$ cat src/logic/tlm_arith_pkg.sv
package tlm_arith_pkg;

  //////////////////////////////
  // Word geometry
  //////////////////////////////

  // Data words and modulus share one width
  localparam int WORD_W = 16;

  // Bit counter width for the iterative multiplier
  localparam int CNT_W = $clog2(WORD_W);

  typedef logic [WORD_W-1:0] word_t;

  //////////////////////////////
  // Adder request
  //////////////////////////////

  // Adder function select
  typedef enum logic {
    ADD_OP,
    SUB_OP
  } add_op_t;

  // One adder request, a op b
  typedef struct packed {
    add_op_t op;
    word_t   a;
    word_t   b;
  } add_req_t;

  //////////////////////////////
  // Multiplier request
  //////////////////////////////

  // One multiplier request, a times b
  typedef struct packed {
    word_t a;
    word_t b;
  } mul_req_t;

endpackage
$ cat src/logic/tlm_ctrl_pkg.sv
package tlm_ctrl_pkg;

  import tlm_arith_pkg::*;

  //////////////////////////////
  // Vector geometry
  //////////////////////////////

  // Longest w and p vectors
  localparam int MAX_N = 8;

  // Index covers 0 .. MAX_N-1
  localparam int IDX_W = 3;

  typedef logic [IDX_W-1:0] idx_t;

  //////////////////////////////
  // Store access
  //////////////////////////////

  // Which vector a write targets
  typedef enum logic {
    SEL_W,
    SEL_P
  } vec_sel_t;

  // One store write
  typedef struct packed {
    logic     en;
    vec_sel_t sel;
    idx_t     idx;
    word_t    data;
  } vec_wr_t;

  // Current matrix element, row g and column j
  typedef struct packed {
    idx_t g;
    idx_t j;
  } elem_pos_t;

  //////////////////////////////
  // Controller FSM
  //////////////////////////////

  typedef enum logic [3:0] {
    IDLE,
    LOAD,
    WAIT_ELEM,
    SUM_W,
    COEF,
    MUL_L,
    MUL_WP,
    ACCUM,
    DONE
  } ctrl_state_t;

endpackage

$ cat src/logic/dnc_temporal_link_matrix.sv
`timescale 1ns/1ps

module dnc_temporal_link_matrix
  import tlm_arith_pkg::*;
  import tlm_ctrl_pkg::*;
(
  input  logic  CLK,
  input  logic  RST,
  input  logic  START,
  output logic  READY,
  input  word_t SIZE_N_IN,
  input  word_t MODULO_IN,
  input  logic  W_IN_ENABLE,
  input  word_t W_IN,
  input  logic  P_IN_ENABLE,
  input  word_t P_IN,
  // Row marker from the host; position is tracked internally
  input  logic  L_IN_G_ENABLE,
  input  logic  L_IN_J_ENABLE,
  input  word_t L_IN,
  output logic  L_OUT_G_ENABLE,
  output logic  L_OUT_J_ENABLE,
  output word_t L_OUT
);

  // Store access
  vec_wr_t   wr;
  elem_pos_t pos;
  word_t     w_g;
  word_t     w_j;
  word_t     p_j;

  // Shared arithmetic units
  word_t    modulus;
  logic     add_start;
  add_req_t add_req;
  logic     add_ready;
  word_t    add_result;
  logic     mul_start;
  mul_req_t mul_req;
  logic     mul_ready;
  word_t    mul_result;

  //////////////////////////////
  // Sequencer
  //////////////////////////////

  tlm_controller u_ctrl (
    .CLK            (CLK),
    .RST            (RST),
    .START          (START),
    .READY          (READY),
    .SIZE_N_IN      (SIZE_N_IN),
    .MODULO_IN      (MODULO_IN),
    .W_IN_ENABLE    (W_IN_ENABLE),
    .P_IN_ENABLE    (P_IN_ENABLE),
    .W_IN           (W_IN),
    .P_IN           (P_IN),
    .L_IN_J_ENABLE  (L_IN_J_ENABLE),
    .L_IN           (L_IN),
    .L_OUT_G_ENABLE (L_OUT_G_ENABLE),
    .L_OUT_J_ENABLE (L_OUT_J_ENABLE),
    .L_OUT          (L_OUT),
    .wr             (wr),
    .pos            (pos),
    .w_g            (w_g),
    .w_j            (w_j),
    .p_j            (p_j),
    .modulus        (modulus),
    .add_start      (add_start),
    .add_req        (add_req),
    .add_ready      (add_ready),
    .add_result     (add_result),
    .mul_start      (mul_start),
    .mul_req        (mul_req),
    .mul_ready      (mul_ready),
    .mul_result     (mul_result)
  );

  //////////////////////////////
  // w and p vectors
  //////////////////////////////

  tlm_vector_store u_store (
    .CLK (CLK),
    .RST (RST),
    .wr  (wr),
    .pos (pos),
    .w_g (w_g),
    .w_j (w_j),
    .p_j (p_j)
  );

  //////////////////////////////
  // Modular units
  //////////////////////////////

  tlm_mod_adder u_adder (
    .CLK     (CLK),
    .RST     (RST),
    .START   (add_start),
    .req     (add_req),
    .modulus (modulus),
    .READY   (add_ready),
    .result  (add_result)
  );

  tlm_mod_multiplier u_mult (
    .CLK     (CLK),
    .RST     (RST),
    .START   (mul_start),
    .req     (mul_req),
    .modulus (modulus),
    .READY   (mul_ready),
    .result  (mul_result)
  );

endmodule

$ cat src/logic/tlm_controller.sv
`timescale 1ns/1ps

module tlm_controller
  import tlm_arith_pkg::*;
  import tlm_ctrl_pkg::*;
(
  input  logic      CLK,
  input  logic      RST,
  input  logic      START,
  output logic      READY,
  input  word_t     SIZE_N_IN,
  input  word_t     MODULO_IN,
  input  logic      W_IN_ENABLE,
  input  logic      P_IN_ENABLE,
  input  word_t     W_IN,
  input  word_t     P_IN,
  input  logic      L_IN_J_ENABLE,
  input  word_t     L_IN,
  output logic      L_OUT_G_ENABLE,
  output logic      L_OUT_J_ENABLE,
  output word_t     L_OUT,
  output vec_wr_t   wr,
  output elem_pos_t pos,
  input  word_t     w_g,
  input  word_t     w_j,
  input  word_t     p_j,
  output word_t     modulus,
  output logic      add_start,
  output add_req_t  add_req,
  input  logic      add_ready,
  input  word_t     add_result,
  output logic      mul_start,
  output mul_req_t  mul_req,
  input  logic      mul_ready,
  input  word_t     mul_result
);

  ctrl_state_t state;

  // Run length, wide enough to hold MAX_N itself
  logic [IDX_W:0] size_n;
  idx_t           last_idx;

  // Load counters
  logic [IDX_W:0] w_cnt;
  logic [IDX_W:0] p_cnt;
  logic           w_take;
  logic           p_take;

  // P word held back when W wins the store port, en is its valid
  vec_wr_t p_slot;

  // Element operands
  word_t l_reg;
  word_t t1;

  assign last_idx = idx_t'(size_n - 1'b1);

  // W has the port; a P collides only when the slot is full and W arrives too
  assign w_take = W_IN_ENABLE && (w_cnt != size_n);
  assign p_take = P_IN_ENABLE && (p_cnt != size_n) && !(w_take && p_slot.en);

  //////////////////////////////
  // FSM and strobes
  //////////////////////////////

  always_ff @(posedge CLK or posedge RST) begin
    if (RST) begin
      state          <= IDLE;
      size_n         <= '0;
      modulus        <= '0;
      w_cnt          <= '0;
      p_cnt          <= '0;
      p_slot         <= '0;
      wr             <= '0;
      pos            <= '0;
      READY          <= 1'b0;
      L_OUT_G_ENABLE <= 1'b0;
      L_OUT_J_ENABLE <= 1'b0;
      L_OUT          <= '0;
      add_start      <= 1'b0;
      mul_start      <= 1'b0;
    end else begin
      // Single-cycle strobes by default
      wr.en          <= 1'b0;
      READY          <= 1'b0;
      L_OUT_G_ENABLE <= 1'b0;
      L_OUT_J_ENABLE <= 1'b0;
      add_start      <= 1'b0;
      mul_start      <= 1'b0;
      case (state)
        IDLE: begin
          if (START) begin
            size_n  <= SIZE_N_IN[IDX_W:0];
            modulus <= MODULO_IN;
            w_cnt   <= '0;
            p_cnt   <= '0;
            p_slot  <= '0;
            pos     <= '0;
            state   <= LOAD;
          end
        end
        LOAD: begin
          if (w_take) begin
            wr    <= '{en: 1'b1, sel: SEL_W, idx: idx_t'(w_cnt), data: W_IN};
            w_cnt <= w_cnt + 1'b1;
            if (p_take) begin
              p_slot <= '{en: 1'b1, sel: SEL_P, idx: idx_t'(p_cnt), data: P_IN};
              p_cnt  <= p_cnt + 1'b1;
            end
          end else if (p_slot.en) begin
            // Drain the held word, refill with a fresh P
            wr <= p_slot;
            if (p_take) begin
              p_slot <= '{en: 1'b1, sel: SEL_P, idx: idx_t'(p_cnt), data: P_IN};
              p_cnt  <= p_cnt + 1'b1;
            end else begin
              p_slot.en <= 1'b0;
            end
          end else if (p_take) begin
            wr    <= '{en: 1'b1, sel: SEL_P, idx: idx_t'(p_cnt), data: P_IN};
            p_cnt <= p_cnt + 1'b1;
          end
          // A held P drains on this same edge
          if (w_cnt == size_n && p_cnt == size_n) begin
            state <= WAIT_ELEM;
          end
        end
        WAIT_ELEM: begin
          if (L_IN_J_ENABLE) begin
            add_start <= 1'b1;
            state     <= SUM_W;
          end
        end
        SUM_W: begin
          if (add_ready) begin
            add_start <= 1'b1;
            state     <= COEF;
          end
        end
        COEF: begin
          if (add_ready) begin
            mul_start <= 1'b1;
            state     <= MUL_L;
          end
        end
        MUL_L: begin
          if (mul_ready) begin
            mul_start <= 1'b1;
            state     <= MUL_WP;
          end
        end
        MUL_WP: begin
          if (mul_ready) begin
            add_start <= 1'b1;
            state     <= ACCUM;
          end
        end
        ACCUM: begin
          if (add_ready) begin
            L_OUT          <= add_result;
            L_OUT_J_ENABLE <= 1'b1;
            L_OUT_G_ENABLE <= (pos.j == '0);
            // Row-major walk
            if (pos.j == last_idx) begin
              pos.j <= '0;
              pos.g <= pos.g + 1'b1;
            end else begin
              pos.j <= pos.j + 1'b1;
            end
            if (pos.g == last_idx && pos.j == last_idx) begin
              state <= DONE;
            end else begin
              state <= WAIT_ELEM;
            end
          end
        end
        DONE: begin
          READY <= 1'b1;
          state <= IDLE;
        end
        default: begin
          state <= IDLE;
        end
      endcase
    end
  end

  //////////////////////////////
  // Operand datapath
  //////////////////////////////

  // Requests sit beside their start strobes
  always_ff @(posedge CLK) begin
    case (state)
      WAIT_ELEM: begin
        l_reg   <= L_IN;
        // s = w[g] + w[j]
        add_req <= '{op: ADD_OP, a: w_g, b: w_j};
      end
      SUM_W: begin
        // c = 1 - s, M >= 2 keeps 1 a residue
        add_req <= '{op: SUB_OP, a: word_t'(1), b: add_result};
      end
      COEF: begin
        // t1 = c * L
        mul_req <= '{a: add_result, b: l_reg};
      end
      MUL_L: begin
        t1      <= mul_result;
        // t2 = w[g] * p[j]
        mul_req <= '{a: w_g, b: p_j};
      end
      MUL_WP: begin
        add_req <= '{op: ADD_OP, a: t1, b: mul_result};
      end
      default: begin
      end
    endcase
  end

endmodule

$ cat src/logic/tlm_vector_store.sv
`timescale 1ns/1ps

module tlm_vector_store
  import tlm_arith_pkg::*;
  import tlm_ctrl_pkg::*;
(
  input  logic      CLK,
  input  logic      RST,
  input  vec_wr_t   wr,
  input  elem_pos_t pos,
  output word_t     w_g,
  output word_t     w_j,
  output word_t     p_j
);

  // Write weighting and precedence weighting
  word_t w_mem [MAX_N];
  word_t p_mem [MAX_N];

  //////////////////////////////
  // Write port
  //////////////////////////////

  always_ff @(posedge CLK or posedge RST) begin
    if (RST) begin
      for (int i = 0; i < MAX_N; i++) begin
        w_mem[i] <= '0;
        p_mem[i] <= '0;
      end
    end else if (wr.en) begin
      // One vector per write
      if (wr.sel == SEL_W) begin
        w_mem[wr.idx] <= wr.data;
      end else begin
        p_mem[wr.idx] <= wr.data;
      end
    end
  end

  //////////////////////////////
  // Read ports
  //////////////////////////////

  // Row weight w[g]
  assign w_g = w_mem[pos.g];

  // Column weight w[j] and precedence p[j]
  assign w_j = w_mem[pos.j];
  assign p_j = p_mem[pos.j];

endmodule

$ cat src/logic/tlm_mod_multiplier.sv
`timescale 1ns/1ps

module tlm_mod_multiplier import tlm_arith_pkg::*; (
  input  logic     CLK,
  input  logic     RST,
  input  logic     START,
  input  mul_req_t req,
  input  word_t    modulus,
  output logic     READY,
  output word_t    result
);

  // Control state
  logic             busy;
  logic [CNT_W-1:0] bit_cnt;

  // Operands and running product
  word_t a_reg;
  word_t b_reg;
  word_t acc;

  // One interleaved step
  logic [WORD_W:0] dbl_raw;
  word_t           dbl_mod;
  logic [WORD_W:0] add_raw;
  word_t           add_mod;
  word_t           acc_next;

  // Value below 2M back into 0 .. M-1
  function automatic word_t fold(input logic [WORD_W:0] x, input word_t m);
    logic [WORD_W:0] m_ext;
    m_ext = {1'b0, m};
    if (x >= m_ext) begin
      return word_t'(x - m_ext);
    end
    return word_t'(x);
  endfunction

  //////////////////////////////
  // Step datapath
  //////////////////////////////

  always_comb begin
    // acc = 2*acc mod M
    dbl_raw = {acc, 1'b0};
    dbl_mod = fold(dbl_raw, modulus);
    // Then + a mod M when the b bit is set
    add_raw = {1'b0, dbl_mod} + {1'b0, a_reg};
    add_mod = fold(add_raw, modulus);
    // b scanned MSB first
    acc_next = b_reg[bit_cnt] ? add_mod : dbl_mod;
  end

  //////////////////////////////
  // Sequencing
  //////////////////////////////

  // WORD_W steps after capture, ready on the last one
  always_ff @(posedge CLK or posedge RST) begin
    if (RST) begin
      busy    <= 1'b0;
      bit_cnt <= '0;
      READY   <= 1'b0;
    end else begin
      READY <= 1'b0;
      if (busy) begin
        if (bit_cnt == '0) begin
          busy  <= 1'b0;
          READY <= 1'b1;
        end else begin
          bit_cnt <= bit_cnt - 1'b1;
        end
      end else if (START) begin
        busy    <= 1'b1;
        bit_cnt <= CNT_W'(WORD_W - 1);
      end
    end
  end

  // Operands, accumulator and result
  always_ff @(posedge CLK) begin
    if (busy) begin
      acc <= acc_next;
      if (bit_cnt == '0) begin
        result <= acc_next;
      end
    end else if (START) begin
      a_reg <= req.a;
      b_reg <= req.b;
      acc   <= '0;
    end
  end

endmodule

$ cat src/logic/tlm_mod_adder.sv
`timescale 1ns/1ps

module tlm_mod_adder import tlm_arith_pkg::*; (
  input  logic     CLK,
  input  logic     RST,
  input  logic     START,
  input  add_req_t req,
  input  word_t    modulus,
  output logic     READY,
  output word_t    result
);

  // One guard bit above the word for carry and borrow
  logic [WORD_W:0] sum_raw;
  logic [WORD_W:0] diff_raw;
  logic [WORD_W:0] mod_ext;
  word_t           next_result;

  //////////////////////////////
  // Combinational correction
  //////////////////////////////

  always_comb begin
    mod_ext  = {1'b0, modulus};
    sum_raw  = {1'b0, req.a} + {1'b0, req.b};
    diff_raw = {1'b0, req.a} - {1'b0, req.b};
    if (req.op == ADD_OP) begin
      // Sum of two residues is below 2M, one subtraction folds it
      if (sum_raw >= mod_ext) begin
        next_result = word_t'(sum_raw - mod_ext);
      end else begin
        next_result = word_t'(sum_raw);
      end
    end else begin
      // Borrow out of the top bit means a < b
      if (diff_raw[WORD_W]) begin
        next_result = word_t'(diff_raw + mod_ext);
      end else begin
        next_result = word_t'(diff_raw);
      end
    end
  end

  //////////////////////////////
  // Strobe and result
  //////////////////////////////

  // Ready follows start by exactly one cycle
  always_ff @(posedge CLK or posedge RST) begin
    if (RST) begin
      READY <= 1'b0;
    end else begin
      READY <= START;
    end
  end

  always_ff @(posedge CLK) begin
    if (START) begin
      result <= next_result;
    end
  end

endmodule

$ cat config.mk
export PLATFORM = sky130hd
export DESIGN_NAME = dnc_temporal_link_matrix
export DESIGN_NICKNAME = d
export VERILOG_FILES = /design/src/logic/tlm_arith_pkg.sv /design/src/logic/tlm_ctrl_pkg.sv /design/src/logic/dnc_temporal_link_matrix.sv /design/src/logic/tlm_controller.sv /design/src/logic/tlm_vector_store.sv /design/src/logic/tlm_mod_multiplier.sv /design/src/logic/tlm_mod_adder.sv
export SDC_FILE = /design/constraint.sdc
export NUM_CORES = 1
export LEC_CHECK = 0
export BUFFER_PORTS_ARGS = -buffer_cell sky130_fd_sc_hd__buf_4
export CAP_MARGIN = 15
export CORE_ASPECT_RATIO = 0.6
export CORE_MARGIN = 2
export CORE_UTILIZATION = 68
export DETAILED_ROUTE_END_ITERATION = 7
export PLACE_DENSITY_LB_ADDON = 0.2
export SETUP_SLACK_MARGIN = 0.3
export SKIP_CTS_REPAIR_TIMING = 1
export SLEW_MARGIN = 20
export SYNTH_ARGS = -nofsm -noshare
export SYNTH_HDL_FRONTEND = slang
export SYNTH_SLANG_ARGS = --single-unit
$ cat constraint.sdc
create_clock -name CLK -period 20.9 [get_ports CLK]
set_input_delay 2.09 -clock CLK [delete_from_list [all_inputs] [get_ports CLK]]
set_output_delay 2.09 -clock CLK [all_outputs]
set_load 0.005 [all_outputs]
# == After elaboration in Yosys (flattened, before gate mapping) ==
# Index checks and enable logic that the tools add are counted.
# op_classes
order_cmp,8
n_addsub,13
eq_ne,28
n_reduce_logical,32
n_bitwise,5
mux,77
# op_table
cell,count
$mux 16,17
$bwmux 128,2
$mux 21,8
$bmux 16 s3,3
$pmux 33 s3,1
$pmux 32 s2,1
$mux 4,15
$ge 17x16->1,3
$demux 16 s3,1
$sub 16x16->16,3
$pmux 21 s2,1
$add 16x16->17,2
$pmux 4 s8,1
$mux 20,1
$ne 2x1->1 const B,9
$sub 16x16->17,1
$add 16x16->16,1
$eq 4x3->1 const B,4
$mux 1,16
$pmux 4 s2,2
$reduce_and 2->1,8
$ge 4x4->1 const B,3
$mux 6,2
$not 3->4,3
other kinds (30),55
# totals
ff_bits,541
output_inout_bits,19
elab_cells,216

# == Longest topological paths before layout ==
# logic_depth
ltp_word,9
depth_mapped,33
mapped_depth_nobuf,30

# == Modules after synthesis ==
# A second synthesis with hierarchy kept.
# unflattened
hier_cells,2540
hier_area_um2,30935.9
# modules_own_cells
module,seq_area_each_um2,cells_per_inst,n_inst,area_each_um2
tlm_vector_store,6406.1,746,1,12479.5
tlm_controller,5440.2,663,1,8555.7
tlm_mod_multiplier,2072.0,604,1,5839.4
tlm_mod_adder,505.5,527,1,4061.4

# == Worst setup path before layout ==
# No wires, ideal clock.
# synth_timing
kind,reg2reg
from,reg u_ctrl.modulus[1]
to,reg u_mult.acc[10] (data pin)
n_path_buf,3
path_stages_with_launch,30
setup_slack_ns,14.595
arrival_time_ns,6.035
path_cell_list,dfrtp_1 inv_1 ha_1 ha_1 and3_1 nand4_1 o21ai_0 a211o_1 a21oi_1 o21ai_2 buf_2 o21ai_0 inv_1 ha_1 a21oi_1 o211a_1 o41ai_1 a21oi_1 o221ai_1 xor2_1 ha_1 nand2_1 nor4_1 a2111oi_1 nand2_1 a21o_1 buf_6 buf_4 a211oi_1 nor3_1
# synth_between
elab_chain_len,9
# synth_lines
item,line,text
"start, declared",tlm_controller.sv:27,"output word_t modulus,"
"start signal, assigned",tlm_controller.sv:71,modulus <= '0;
"start signal, assigned",tlm_controller.sv:95,modulus <= MODULO_IN;
$sub 16x16->16 / $ge 17x16->1 (equally long branches),"tlm_mod_multiplier.sv:34, tlm_mod_multiplier.sv:33",
$mux 16 / $mux 1 (equally long branches),tlm_mod_multiplier.sv:33,if (x >= m_ext) begin
$mux 16,tlm_mod_multiplier.sv:36,return word_t'(x);
$add 16x16->17,tlm_mod_multiplier.sv:48,"add_raw = {1'b0, dbl_mod} + {1'b0, a_reg};"
$sub 16x16->16 / $ge 17x16->1 (equally long branches),"tlm_mod_multiplier.sv:34, tlm_mod_multiplier.sv:33",
$mux 16 / $mux 1 (equally long branches),tlm_mod_multiplier.sv:33,
$mux 16,tlm_mod_multiplier.sv:36,
$mux 16 *,tlm_mod_multiplier.sv:51,acc_next = b_reg[bit_cnt] ? add_mod : dbl_mod;
$mux 16 *,tlm_mod_multiplier.sv:82,if (busy) begin
"end signal, assigned",tlm_mod_multiplier.sv:83,acc <= acc_next;
"end, declared",tlm_mod_multiplier.sv:20,word_t acc;
# Every way passes the cells marked *; elsewhere a longest branch is shown, timed or not. The select of a mux whose other input is x is not followed.
# A chain may end at the register's enable or synchronous reset.

# == Final worst setup path ==
# layout_timing
from,reg u_ctrl.modulus[8]
to,reg u_mult.result[11] (data pin)
# layout_between
elab_chain_len,8
# layout_lines
item,line,text
$sub 16x16->16 / $ge 17x16->1 (equally long branches),"tlm_mod_multiplier.sv:34, tlm_mod_multiplier.sv:33",
$mux 16 / $mux 1 (equally long branches),tlm_mod_multiplier.sv:33,
$mux 16,tlm_mod_multiplier.sv:36,
$add 16x16->17,tlm_mod_multiplier.sv:48,
$sub 16x16->16 / $ge 17x16->1 (equally long branches),"tlm_mod_multiplier.sv:34, tlm_mod_multiplier.sv:33",
$mux 16 / $mux 1 (equally long branches),tlm_mod_multiplier.sv:33,
$mux 16,tlm_mod_multiplier.sv:36,
$mux 16 *,tlm_mod_multiplier.sv:51,
named net u_mult.acc_next[11],tlm_mod_multiplier.sv:27,word_t acc_next;
"end signal, assigned",tlm_mod_multiplier.sv:85,result <= acc_next;
"end, declared",tlm_mod_multiplier.sv:10,output word_t result
# The timed path passes the listed nets; every way through them passes the cells marked *. The select of a mux whose other input is x is not followed.

==> results.json <==
{
  "synth_edf_count": 177,
  "root_buffer": "clkbuf_16",
  "num_antenna_cells": 0,
  "grt_pass1_vias": 20654,
  "ant_nets": 0,
  "clock_skew_ps": 18.2,
  "end_kind": "flip-flop",
  "cts_tree": "built",
  "top_regs": "u_store.p_mem (128), u_store.w_mem (128), u_ctrl.add_req (33)",
  "ys_seq_area_frac": 0.487,
  "setup_viol": 0,
  "ys_seq_elements": 541,
  "core-area_mm2": 0.0432,
  "multiInputGateArea_mm2": 0.0143,
  "wire_per_inst_um": 24.7,
  "overflow": 0,
  "clock_latency_ps": 590,
  "cts.clk_slew.worst_paths_ps": 70,
  "nFillCells": 2773,
  "drt-total-wl_mm": 77.8,
  "clock_path_buffers": 3,
  "final_common_cell": "dfrtp_1",
  "viasPerCell": 6.63,
  "reg2reg_from": "u_ctrl.modulus[8]",
  "postSynth.asyncResetShare": 0.673,
  "antenna_found_initial": 0,
  "gr-usage-all-layers": 0.348,
  "drtIter0Drc": 2451,
  "ios": 106,
  "path_class": "flip-flop to flip-flop",
  "status": "finished, final reports clean",
  "syn_inst": 2498,
  "finalNetCount": 2748,
  "initial_core_util": 0.686,
  "drc": 0,
  "drive_above_1_share": 0.235,
  "die_y_um": 166,
  "worstPathMaxFanout": 16,
  "max_freq_ghz": 0.120,
  "drv_cap": 0,
  "gp_congestion": 1.01,
  "syn-cell-area_mm2": 0.0296,
  "hold_violations": 0,
  "worstPathArrival_ps": 8640,
  "hp-class": "flip-flop to flip-flop",
  "drtPass1Iterations": 5,
  "period_needed_ps": 8330,
  "ys.flop_type": "dfrtp_1",
  "rrSetupSlack_ps": 12570,
  "dp.final_hpwl_mm": 54.4,
  "tightest_slew_ps": 1260,
  "worst_r2r_endpoint": "u_mult.result[11]",
  "syn-num-nets": 2712,
  "via_count": 20899,
  "die_w_um": 273,
  "grt_start_max_net_pins": 96,
  "r2r_cells": 27,
  "numCtsBuffers": 49,
  "holdPathStages": 0,
  "max-slew-margin-rel": 0.161,
  "h-tree-depth": 2,
  "worstSetupStartpoint": "u_ctrl.modulus[8]",
  "rsz0062_at_grt": "false",
  "port_buffers": 92,
  "startpoint_type": "flip-flop",
  "fin_crit_sh": 0.398,
  "final-max-slew-violation-count": 0,
  "rows": 59,
  "synthDistinctLibCells": 76,
  "dieArea_mm2": 0.0453,
  "clock-sinks": 541,
  "yosysWarnings": 0,
  "avgSynthCellArea_um2": 11.9,
  "cp-endpoint": "u_mult.result[11]",
  "ff_latch_area_mm2": 0.0144,
  "crit_required_ps": 21210,
  "tns_ps": 0,
  "area_delta_synth_final_pct": 9.66,
  "layout_common_cells": "dfrtp_1, mux2_2, nand2_1",
  "grt_pass1_wl_mm": 120
}
[area by class of cell]
| type | instances | area share |
|---|---|---|
| timing repair buffer | 126 | 0.0305 |
| clock buffer | 60 | 0.0412 |
| clock inverter | 29 | 0.00963 |
| tap | 579 | 0.0223 |
| sequential | 541 | 0.444 |
| multi-input combinational | 1715 | 0.440 |
| inverter | 101 | 0.0119 |
[synthesized netlist by cell type (19+ instances only)]
master    count  area (µm²)
a211oi_1     22         165
a21o_1       37         278
a21oi_1     130         651
a22o_1       27         236
buf_1        19        71.3
clkbuf_1    110         413
dfrtp_1     364        9110
edfxtp_1    177        5320
ha_1        120        1500
inv_1        99         372
mux2_2      268        3020
mux2i_1      90         901
mux4_2      100        2250
nand2_1     213         800
nand2b_1     21         131
nand3_1      24         120
nor2_1      137         514
nor3_1       31         155
o211ai_1     25         188
o21ai_0     151         756
o21bai_1     22         165
xnor2_1      69         604
xor2_1       30         263
[critical path, cell delays in order, from the launching register on]
cell and delay (ps):
dfrtp_1 380, inv_1 370, ha_1 290, and3_1 270
nand3_1 150, nand2b_1 170, a21oi_1 380, nor2_1 130
o21ai_2 760, mux2i_1 410, inv_1 110, ha_1 320
a21oi_1 180, a21boi_0 200, o31a_1 290, o21ai_0 520
o21bai_1 120, a21oi_1 210, xnor2_1 190, ha_1 320
and3_1 200, nand4_1 100, nor4_1 60, a2111oi_1 550
nand2_1 210, a21o_1 490, a211oi_1 500, nor2_1 140
[cell families after synthesis]
logic type,share of synthesized area
xor+xnor,0.0298
buf+inv,0.0320
simple gates,0.0776
compound gates,0.110
fa+ha+maj,0.0554
flops,0.487
mux,0.208
[worst min path at each step]
stage                             endpoint  slack [ps]          startpoint
final                     u_mult.b_reg[15]         420  u_ctrl.mul_req[15]
after global routing       u_mult.a_reg[3]         430  u_ctrl.mul_req[19]
after CTS                  u_mult.b_reg[9]         420   u_ctrl.mul_req[9]
after detailed placement   u_mult.a_reg[7]         400  u_ctrl.mul_req[23]
after global placement     u_mult.b_reg[1]         400   u_ctrl.mul_req[1]
after floorplan            u_mult.a_reg[0]         400  u_ctrl.mul_req[16]
[per-stage QoR]
step	utilization	instance area, µm²	cells	hold WS (ps)	setup WS, ps
after detailed placement	0.713	30800	3060	405	12870
after global routing	0.752	32500	3151	429	12040
final	0.752	32500	3151	420	12570
after floorplan	-	29600	2498	400	8710
after CTS	0.751	32400	3149	420	12810
after global placement	0.712	30800	3060	402	13000
[layer usage]
metal  part of all wire  up-vias  track usage
li1                   -     9243            -
met4              0.013        0       0.0611
met3               0.11       87       0.0853
met1               0.45    10634        0.550
met5                  0        -            0
met2               0.43      935        0.498
Power is left out: the tool's default activity adds up to more than one toggle a clock period on the data nets, which glitch-free logic cannot reach.
